[config.mk]
export PLATFORM = sky130hd
export DESIGN_NAME = cfg_sequencer_top
export DESIGN_NICKNAME = d
export VERILOG_FILES = /design/src/cfg_pkg.sv /design/src/cfg_cmd_sequencer.sv /design/src/axil_write_issuer.sv /design/src/wresp_tracker.sv /design/src/cfg_sequencer_top.sv
export SDC_FILE = /design/constraint.sdc
export NUM_CORES = 1
export LEC_CHECK = 0
export CAP_MARGIN = 20
export CORE_MARGIN = 1
export CORE_UTILIZATION = 35
export CTS_BUF_LIST = sky130_fd_sc_hd__clkbuf_4
export DETAILED_ROUTE_END_ITERATION = 7
export DONT_BUFFER_PORTS = 1
export SETUP_SLACK_MARGIN = 0.2
export SKIP_LAST_GASP = 1
export SLEW_MARGIN = 20
export SYNTH_ARGS = -nofsm -noshare
export SYNTH_HDL_FRONTEND = slang
export SYNTH_HIERARCHICAL = 1
export SYNTH_SLANG_ARGS = --single-unit
[constraint.sdc]
create_clock -name clk -period 50.1 [get_ports clk]
set_clock_uncertainty 0.2 [all_clocks]
set_input_delay 5.01 -clock clk [delete_from_list [all_inputs] [get_ports clk]]
set_output_delay 5.01 -clock clk [all_outputs]
set_load 0.005 [all_outputs]
[src/cfg_pkg.sv]
// ######################################
// Shared definitions for the sequencer
// Address map, region lengths, AXI4-Lite
// channel structs, mode and control words
// ######################################

`default_nettype none

package cfg_pkg;

    localparam int ADDR_W = 13;
    localparam int DATA_W = 32;
    localparam int N_ARGS = 20;

    // Accelerator register map
    localparam logic [ADDR_W-1:0] CONTROL_OFFSET     = 13'h000;
    localparam logic [ADDR_W-1:0] INTR_EN_OFFSET     = 13'h004;
    localparam logic [ADDR_W-1:0] INTR_STATUS_OFFSET = 13'h00C;
    localparam logic [ADDR_W-1:0] MAIN_BASE          = 13'h010;
    localparam logic [ADDR_W-1:0] ACT_BASE           = 13'h100;
    localparam logic [ADDR_W-1:0] WEI_BASE           = 13'h200;
    localparam logic [ADDR_W-1:0] OUT_BASE           = 13'h300;

    // Words per region
    localparam int MAIN_LEN = 2;
    localparam int ACT_LEN  = 9;
    localparam int WEI_LEN  = 4;
    localparam int OUT_LEN  = 5;
    localparam int INTR_LEN = 2;

    // Arguments plus the two interrupt enables
    localparam int N_CFG_WRITES = N_ARGS + INTR_LEN;

    typedef enum logic [2:0] {
        REG_MAIN,
        REG_ACT,
        REG_WEI,
        REG_OUT,
        REG_INTR
    } region_e;

    typedef struct packed {
        logic [ADDR_W-1:0] addr;
        logic [DATA_W-1:0] data;
    } wr_cmd_t;

    typedef struct packed {
        logic              valid;
        logic [ADDR_W-1:0] addr;
    } axil_aw_t;

    typedef struct packed {
        logic                valid;
        logic [DATA_W-1:0]   data;
        logic [DATA_W/8-1:0] strb;
    } axil_w_t;

    typedef struct packed {
        logic       valid;
        logic [1:0] resp;
    } axil_b_t;

    typedef struct packed {
        logic [8:0]  rsv_hi;
        logic        config_only;
        logic        keep_c;
        logic        keep_b;
        logic        keep_a;
        logic [18:0] rsv_lo;
    } mode_word_t;

    typedef struct packed {
        logic [11:0] rsv_hi;
        logic        keep_c;
        logic        keep_b;
        logic        keep_a;
        logic        buffer_swap;
        logic [13:0] rsv_mid;
        logic        enable;
        logic        start;
    } ctrl_fields_t;

    typedef union packed {
        logic [DATA_W-1:0] raw;
        ctrl_fields_t      f;
    } ctrl_word_u;

endpackage

`default_nettype wire

[src/cfg_cmd_sequencer.sv]
// ######################################
// Run FSM of the configuration sequencer
// Snapshots a run, emits the ordered write
// commands, waits on drain and interrupt
// ######################################

`default_nettype none

module cfg_cmd_sequencer #(
    parameter int N_ARGS = 20
) (
    input  logic                                 clk,
    input  logic                                 rst,
    input  logic                                 run_start,
    input  cfg_pkg::mode_word_t                  mode,
    input  logic [N_ARGS-1:0][cfg_pkg::DATA_W-1:0] args,
    input  logic                                 accel_irq,
    input  logic                                 cmd_ready,
    input  logic                                 drained,
    output cfg_pkg::wr_cmd_t                     cmd,
    output logic                                 cmd_valid,
    output logic                                 run_done,
    output logic                                 irq_fwd
);

    import cfg_pkg::*;

    localparam int ARG_IDX_W = $clog2(N_ARGS + 1);

    typedef enum logic [2:0] {
        S_IDLE,
        S_ARGS,
        S_SYNC,
        S_CTRL,
        S_CTRL_WAIT,
        S_IRQ,
        S_CLR,
        S_CLR_WAIT
    } state_e;

    state_e                         state_q;
    region_e                        region_q;
    logic [ADDR_W-1:0]              addr_q;
    logic [3:0]                     count_q;
    logic [ARG_IDX_W-1:0]           arg_idx_q;
    logic [1:0]                     issuer_idle_q;
    mode_word_t                     mode_q;
    logic [N_ARGS-1:0][DATA_W-1:0]  args_q;
    ctrl_word_u                     ctrl;
    logic                           cmd_fire;
    logic                           drain_ok;

    assign cmd_valid = (state_q == S_ARGS) || (state_q == S_CTRL) || (state_q == S_CLR);
    assign cmd_fire  = cmd_valid && cmd_ready;
    assign irq_fwd   = (state_q == S_IDLE) && accel_irq;

    // The issuer counts a write only a cycle after it leaves, so drained
    // is trusted once the issuer has sat empty for two cycles
    assign drain_ok = drained && (&issuer_idle_q);

    always_comb begin
        ctrl               = '0;
        ctrl.f.start       = ~mode_q.config_only;
        ctrl.f.enable      = 1'b1;
        ctrl.f.buffer_swap = 1'b1;
        ctrl.f.keep_a      = mode_q.keep_a;
        ctrl.f.keep_b      = mode_q.keep_b;
        ctrl.f.keep_c      = mode_q.keep_c && !mode_q.config_only;

        cmd.addr = addr_q;
        case (state_q)
            S_ARGS:  cmd.data = (region_q == REG_INTR) ? DATA_W'(1) : args_q[arg_idx_q];
            S_CTRL:  cmd.data = ctrl.raw;
            default: cmd.data = DATA_W'(1);
        endcase
    end

    // Run snapshot
    always_ff @(posedge clk) begin
        if (state_q == S_IDLE && run_start) begin
            mode_q <= mode;
            args_q <= args;
        end
    end

    always_ff @(posedge clk) begin
        if (rst) begin
            state_q       <= S_IDLE;
            region_q      <= REG_MAIN;
            addr_q        <= MAIN_BASE;
            count_q       <= '0;
            arg_idx_q     <= '0;
            issuer_idle_q <= '0;
            run_done      <= 1'b0;
        end else begin
            run_done      <= 1'b0;
            issuer_idle_q <= {issuer_idle_q[0], cmd_ready && !cmd_valid};

            case (state_q)
                S_IDLE: begin
                    region_q  <= REG_MAIN;
                    addr_q    <= MAIN_BASE;
                    count_q   <= 4'(MAIN_LEN - 1);
                    arg_idx_q <= '0;
                    if (run_start) begin
                        state_q <= S_ARGS;
                    end
                end

                S_ARGS: begin
                    if (cmd_fire) begin
                        if (region_q != REG_INTR) begin
                            arg_idx_q <= arg_idx_q + 1'b1;
                        end
                        if (count_q == '0) begin
                            case (region_q)
                                REG_MAIN: begin
                                    region_q <= REG_ACT;
                                    addr_q   <= ACT_BASE;
                                    count_q  <= 4'(ACT_LEN - 1);
                                end
                                REG_ACT: begin
                                    region_q <= REG_WEI;
                                    addr_q   <= WEI_BASE;
                                    count_q  <= 4'(WEI_LEN - 1);
                                end
                                REG_WEI: begin
                                    region_q <= REG_OUT;
                                    addr_q   <= OUT_BASE;
                                    count_q  <= 4'(OUT_LEN - 1);
                                end
                                REG_OUT: begin
                                    region_q <= REG_INTR;
                                    addr_q   <= INTR_EN_OFFSET;
                                    count_q  <= 4'(INTR_LEN - 1);
                                end
                                default: begin
                                    addr_q  <= CONTROL_OFFSET;
                                    state_q <= S_SYNC;
                                end
                            endcase
                        end else begin
                            addr_q  <= addr_q + ADDR_W'(4);
                            count_q <= count_q - 1'b1;
                        end
                    end
                end

                // All configuration responses back before the control word
                S_SYNC: begin
                    if (drain_ok) begin
                        state_q <= S_CTRL;
                    end
                end

                S_CTRL: begin
                    if (cmd_fire) begin
                        state_q <= S_CTRL_WAIT;
                    end
                end

                S_CTRL_WAIT: begin
                    if (drain_ok) begin
                        if (mode_q.config_only) begin
                            run_done <= 1'b1;
                            state_q  <= S_IDLE;
                        end else begin
                            addr_q  <= INTR_STATUS_OFFSET;
                            state_q <= S_IRQ;
                        end
                    end
                end

                S_IRQ: begin
                    if (accel_irq) begin
                        state_q <= S_CLR;
                    end
                end

                S_CLR: begin
                    if (cmd_fire) begin
                        state_q <= S_CLR_WAIT;
                    end
                end

                S_CLR_WAIT: begin
                    if (drain_ok) begin
                        run_done <= 1'b1;
                        state_q  <= S_IDLE;
                    end
                end

                default: state_q <= S_IDLE;
            endcase
        end
    end

endmodule

`default_nettype wire

[src/axil_write_issuer.sv]
// ######################################
// One-entry AXI4-Lite write stage
// Drives AW and W independently
// ######################################

`default_nettype none

module axil_write_issuer (
    input  logic              clk,
    input  logic              rst,
    input  cfg_pkg::wr_cmd_t  cmd,
    input  logic              cmd_valid,
    input  logic              aw_ready,
    input  logic              w_ready,
    output logic              cmd_ready,
    output cfg_pkg::axil_aw_t aw,
    output cfg_pkg::axil_w_t  w,
    output logic              issued
);

    import cfg_pkg::*;

    wr_cmd_t cmd_q;
    logic    full_q;
    logic    aw_done_q;
    logic    w_done_q;
    logic    both_done;
    logic    load;

    // Each channel either finished earlier or is accepted now
    assign both_done = full_q && (aw_done_q || aw_ready) && (w_done_q || w_ready);
    assign cmd_ready = !full_q || both_done;
    assign load      = cmd_valid && cmd_ready;

    always_comb begin
        aw.valid = full_q && !aw_done_q;
        aw.addr  = cmd_q.addr;
        w.valid  = full_q && !w_done_q;
        w.data   = cmd_q.data;
        w.strb   = {(DATA_W/8){1'b1}};
    end

    always_ff @(posedge clk) begin
        if (load) begin
            cmd_q <= cmd;
        end
    end

    always_ff @(posedge clk) begin
        if (rst) begin
            full_q    <= 1'b0;
            aw_done_q <= 1'b0;
            w_done_q  <= 1'b0;
            issued    <= 1'b0;
        end else begin
            issued <= both_done;
            if (load) begin
                full_q    <= 1'b1;
                aw_done_q <= 1'b0;
                w_done_q  <= 1'b0;
            end else if (both_done) begin
                full_q    <= 1'b0;
                aw_done_q <= 1'b0;
                w_done_q  <= 1'b0;
            end else begin
                aw_done_q <= aw_done_q || aw.valid && aw_ready;
                w_done_q  <= w_done_q || w.valid && w_ready;
            end
        end
    end

endmodule

`default_nettype wire

[src/wresp_tracker.sv]
// ######################################
// Outstanding write counter on channel B
// ######################################

`default_nettype none

module wresp_tracker #(
    parameter int MAX_OUTSTANDING = 4
) (
    input  logic             clk,
    input  logic             rst,
    input  logic             issued,
    input  cfg_pkg::axil_b_t b,
    output logic             b_ready,
    output logic             drained
);

    localparam int CNT_W = $clog2(MAX_OUTSTANDING + 1);

    logic [CNT_W-1:0] count_q;
    logic             b_accept;

    assign b_ready  = (count_q != '0);
    assign drained  = (count_q == '0);
    assign b_accept = b.valid && b_ready;

    always_ff @(posedge clk) begin
        if (rst) begin
            count_q <= '0;
        end else begin
            // Issue and response together cancel out
            case ({issued, b_accept})
                2'b10:   count_q <= count_q + 1'b1;
                2'b01:   count_q <= count_q - 1'b1;
                default: count_q <= count_q;
            endcase
        end
    end

endmodule

`default_nettype wire

[src/cfg_sequencer_top.sv]
// ######################################
// Configuration sequencer top level
// Command FSM, write issuer, B tracker
// ######################################

`default_nettype none

module cfg_sequencer_top #(
    parameter int N_ARGS          = cfg_pkg::N_ARGS,
    // A whole configuration burst may be in flight at once
    parameter int MAX_OUTSTANDING = cfg_pkg::N_CFG_WRITES
) (
    input  logic                                   clk,
    input  logic                                   rst,
    input  logic                                   run_start,
    input  cfg_pkg::mode_word_t                    mode,
    input  logic [N_ARGS-1:0][cfg_pkg::DATA_W-1:0] args,
    input  logic                                   accel_irq,
    input  logic                                   aw_ready,
    input  logic                                   w_ready,
    input  cfg_pkg::axil_b_t                       b,
    output cfg_pkg::axil_aw_t                      aw,
    output cfg_pkg::axil_w_t                       w,
    output logic                                   b_ready,
    output logic                                   run_done,
    output logic                                   irq_fwd
);

    import cfg_pkg::*;

    wr_cmd_t cmd;
    logic    cmd_valid;
    logic    cmd_ready;
    logic    issued;
    logic    drained;

    cfg_cmd_sequencer #(
        .N_ARGS (N_ARGS)
    ) u_sequencer (
        .clk       (clk),
        .rst       (rst),
        .run_start (run_start),
        .mode      (mode),
        .args      (args),
        .accel_irq (accel_irq),
        .cmd_ready (cmd_ready),
        .drained   (drained),
        .cmd       (cmd),
        .cmd_valid (cmd_valid),
        .run_done  (run_done),
        .irq_fwd   (irq_fwd)
    );

    axil_write_issuer u_issuer (
        .clk       (clk),
        .rst       (rst),
        .cmd       (cmd),
        .cmd_valid (cmd_valid),
        .aw_ready  (aw_ready),
        .w_ready   (w_ready),
        .cmd_ready (cmd_ready),
        .aw        (aw),
        .w         (w),
        .issued    (issued)
    );

    wresp_tracker #(
        .MAX_OUTSTANDING (MAX_OUTSTANDING)
    ) u_tracker (
        .clk     (clk),
        .rst     (rst),
        .issued  (issued),
        .b       (b),
        .b_ready (b_ready),
        .drained (drained)
    );

endmodule

`default_nettype wire

==> reports/qor.txt <==
crit path from = accel_irq
multiplexer share of the synthesized area = 15.4%
status = completed
Post-CTS Setup Repair Bufs = 0
Adder-Cell Fraction of Synth Area = 0.426%
Setup TNS = 0 ns
TritonCTS buffer count = 184
Nets = 2163
Hold Buf Count CTS = 0
Critical Path AT = 5.14 ns
Post-DRT Antenna Nets = 0
final setup fails = 0
Synth Area in XOR/XNOR = 0.124%
Die Span Y = 286 microns
Reg area = 21500 sq um
max frequency = 96.6 MHz
sequential area share after synthesis = 76.0%
die area = 81800 sq um
Synth Area in Compound Gates = 3.23%
Worst EP required = 44.89 ns
Reg clk slew, reported paths = 0.07 ns
FFs w/ async S/R, synth = 0%
Synth area leaders = edfxtp_1 73%, mux4_2 12%, dfxtp_1 2.7%
Main synth FF type = edfxtp_1
CTS tree = built
gr ovfl total = 0
power per cell area = 50.9 nW/um^2
routed len/inst = 28.7 microns
Worst setup EP type = output port
final wirelength = 77.1 mm
synthesis warning total = 6
worst r2r dst = u_sequencer/args_q[419]
critical path's top delay family = simple AND/OR/NAND/NOR gates
via-per-instance ratio = 5.23
Placer Congestion = 0.835
register bit total from synthesis = 727
H-tree Lvls = 4
Leakage = 10.1 nW
# DRC = 0
Worst Tran Pin Value = 1.11 ns
final cycle utilization of the critical path = 20.7%
Synth top cells by count = 689 x edfxtp_1, 155 x mux4_2, 38 x dfxtp_1, 35 x mux2i_1, 32 x mux2_2
FF-to-FF setup slack = 45.00 ns
Max FO, Critical Path = 2
Post-synth EDFFs = 689
first-pass GRT wire length = 105 mm
leading cell type by number of instances after synthesis = edfxtp_1
hold_sp = u_sequencer/addr_q[12]
multi-input combinational cell area = 6310 sq um
slowest stage delay, CP = 0.13 ns
critical path class = in2out
final HPWL from detailed placement = 55.5 mm
Hold Crit Class = reg2reg
cell at the slowest stage of the critical path = and2_1
Setup WS pre-CTS = 39.75 ns
die extent in x = 286 microns
fin util = 39.9%
Slew headroom = 26.0%
Syn Area/Cell = 21.1 sq um
clk buf depth = 3
FF-to-FF Start = u_sequencer/state_q[0]
Layout fillers = 7153
core area = 79400 sq um
hold depth = 0
post-synth top area cell = edfxtp_1
Worst VDD drop = 0.0000306 V
IO buf count = 0
initial core utilization = 35.5%
Via Count = 14054
clock sink total = 727
Cell Rows = 103
R2R cell count = 5
Post-CTS Resized = 0
largest net degree at the start of global routing = 154
CP startpoint kind = input port
share of cells above drive strength 1 = 31.4%
Worst Path Buf+Inv = 0
area grow syn2layout = 12.4%
clk_lat worst skew = 1.06 ns
setup ws final = 39.75 ns
DRT iter0 DRCs = 1122
clk root buf = clkbuf_4
synthesized area = 28200 sq um
fin crit period = 10.35 ns
number of global-route vias before repair = 14942
largest family of logic cells by synthesized area = multiplexers
Final Max Slew Viols = 0
GRT Overall Usage = 18.6%
Synth Area in Simple Gates = 3.03%
initial antenna violation count = 60
# IOs = 735
hold_ws = 0.291 ns
Worst Hold Endpoint = u_issuer/aw[12]
DP Area = 29300 sq um
Pre-antenna DRT Iters = 6
Distinct cells, synth = 79
RSZ-0062 raised after global routing = no
Yosys top cell area share = 73.3%
Final Hold Viols = 0
MaxCap Viol Count = 0
Syn Inst Count = 1336
Final Instance Area = 31700 sq um
critical path cell sequence = and2_1
routing by layer:
layer  track usage [%]  wire length, microns  up-vias
met5                 0                   302        -
met4              7.97                  1760       46
met1              18.4                 25900     7054
met2              32.9                 41800      723
met3              8.85                  7400      178
li1                  -                     -     6053
layout by cell type (no fill, tap or decap), types with 6 or more instances in the layout:
master / Yosys / routed
conb_1: 2 / 6
a22oi_1: 26 / 26
mux2i_1: 35 / 35
nor3_1: 15 / 15
o21ai_0: 30 / 30
inv_1: 14 / 14
clkinv_1: 0 / 44
mux2_2: 32 / 32
mux4_2: 155 / 155
nor3b_1: 9 / 8
edfxtp_1: 689 / 689
o22ai_1: 8 / 8
buf_4: 12 / 21
clkbuf_4: 0 / 250
nand4_1: 9 / 9
clkinv_2: 0 / 9
o21ai_1: 10 / 10
dfxtp_1: 38 / 35
nand2_1: 14 / 14
nand3_1: 6 / 6
and3_1: 7 / 7
nor2_1: 27 / 27
diode_2: 0 / 31
ha_1: 8 / 8
a21oi_1: 21 / 20
nor2b_1: 9 / 9
sequential cells by signal, indices dropped and copies added (netlist names), 3 cells and up:
name	cells
u_issuer/aw	13
u_sequencer/arg_idx_q	5
u_sequencer/count_q	4
u_sequencer/region_q	3
u_sequencer/args_q	640
u_issuer/w	32
u_tracker/count_q	5
u_sequencer/addr_q	11
u_sequencer/state_q	3
cells by family after synthesis:
kind of cell               count (synthesis)
AOI/OAI and AO/OA                        135
and+or+nand+nor                          142
buffers and inverters                     89
muxes                                    228
adders and majority gates                  9
xor gates and xnor gates                   4
DFF                                      727
other                                      2
power breakdown:
group / switching [mW] / leakage (nW) / internal (mW)
combinational: 0.156 / 1.84 / 0.0919
sequential: 0.0461 / 6.91 / 0.822
clock: 0.246 / 1.36 / 0.250
final cells by class:
class / count / area share (%)
antenna: 31 / 0.245
clock buffer: 250 / 5.92
clock inverter: 69 / 1.37
inverter: 14 / 0.166
multi-input combinational: 524 / 19.9
sequential: 727 / 67.7
tap: 1050 / 4.14
timing repair buffer: 22 / 0.560
per-stage QoR:
step	power, mW	instances
floorplan	1.14	1340
global placement	1.13	2337
detailed placement	1.14	2337
CTS	1.64	2656
global route	1.69	2681
finish	1.61	2687
worst max path at each step:
stage | slack [ns] | end | depth (start not counted)
3_5_place_dp | 39.75 | irq_fwd | 1
5_1_grt | 39.75 | irq_fwd | 1
4_1_cts | 39.75 | irq_fwd | 1
3_3_place_gp | 39.75 | irq_fwd | 1
2_1_floorplan | 29.36 | u_sequencer/args_q[0] | 1
6_report | 39.75 | irq_fwd | 1
Note: power is estimated with default switching activity, not from simulation.
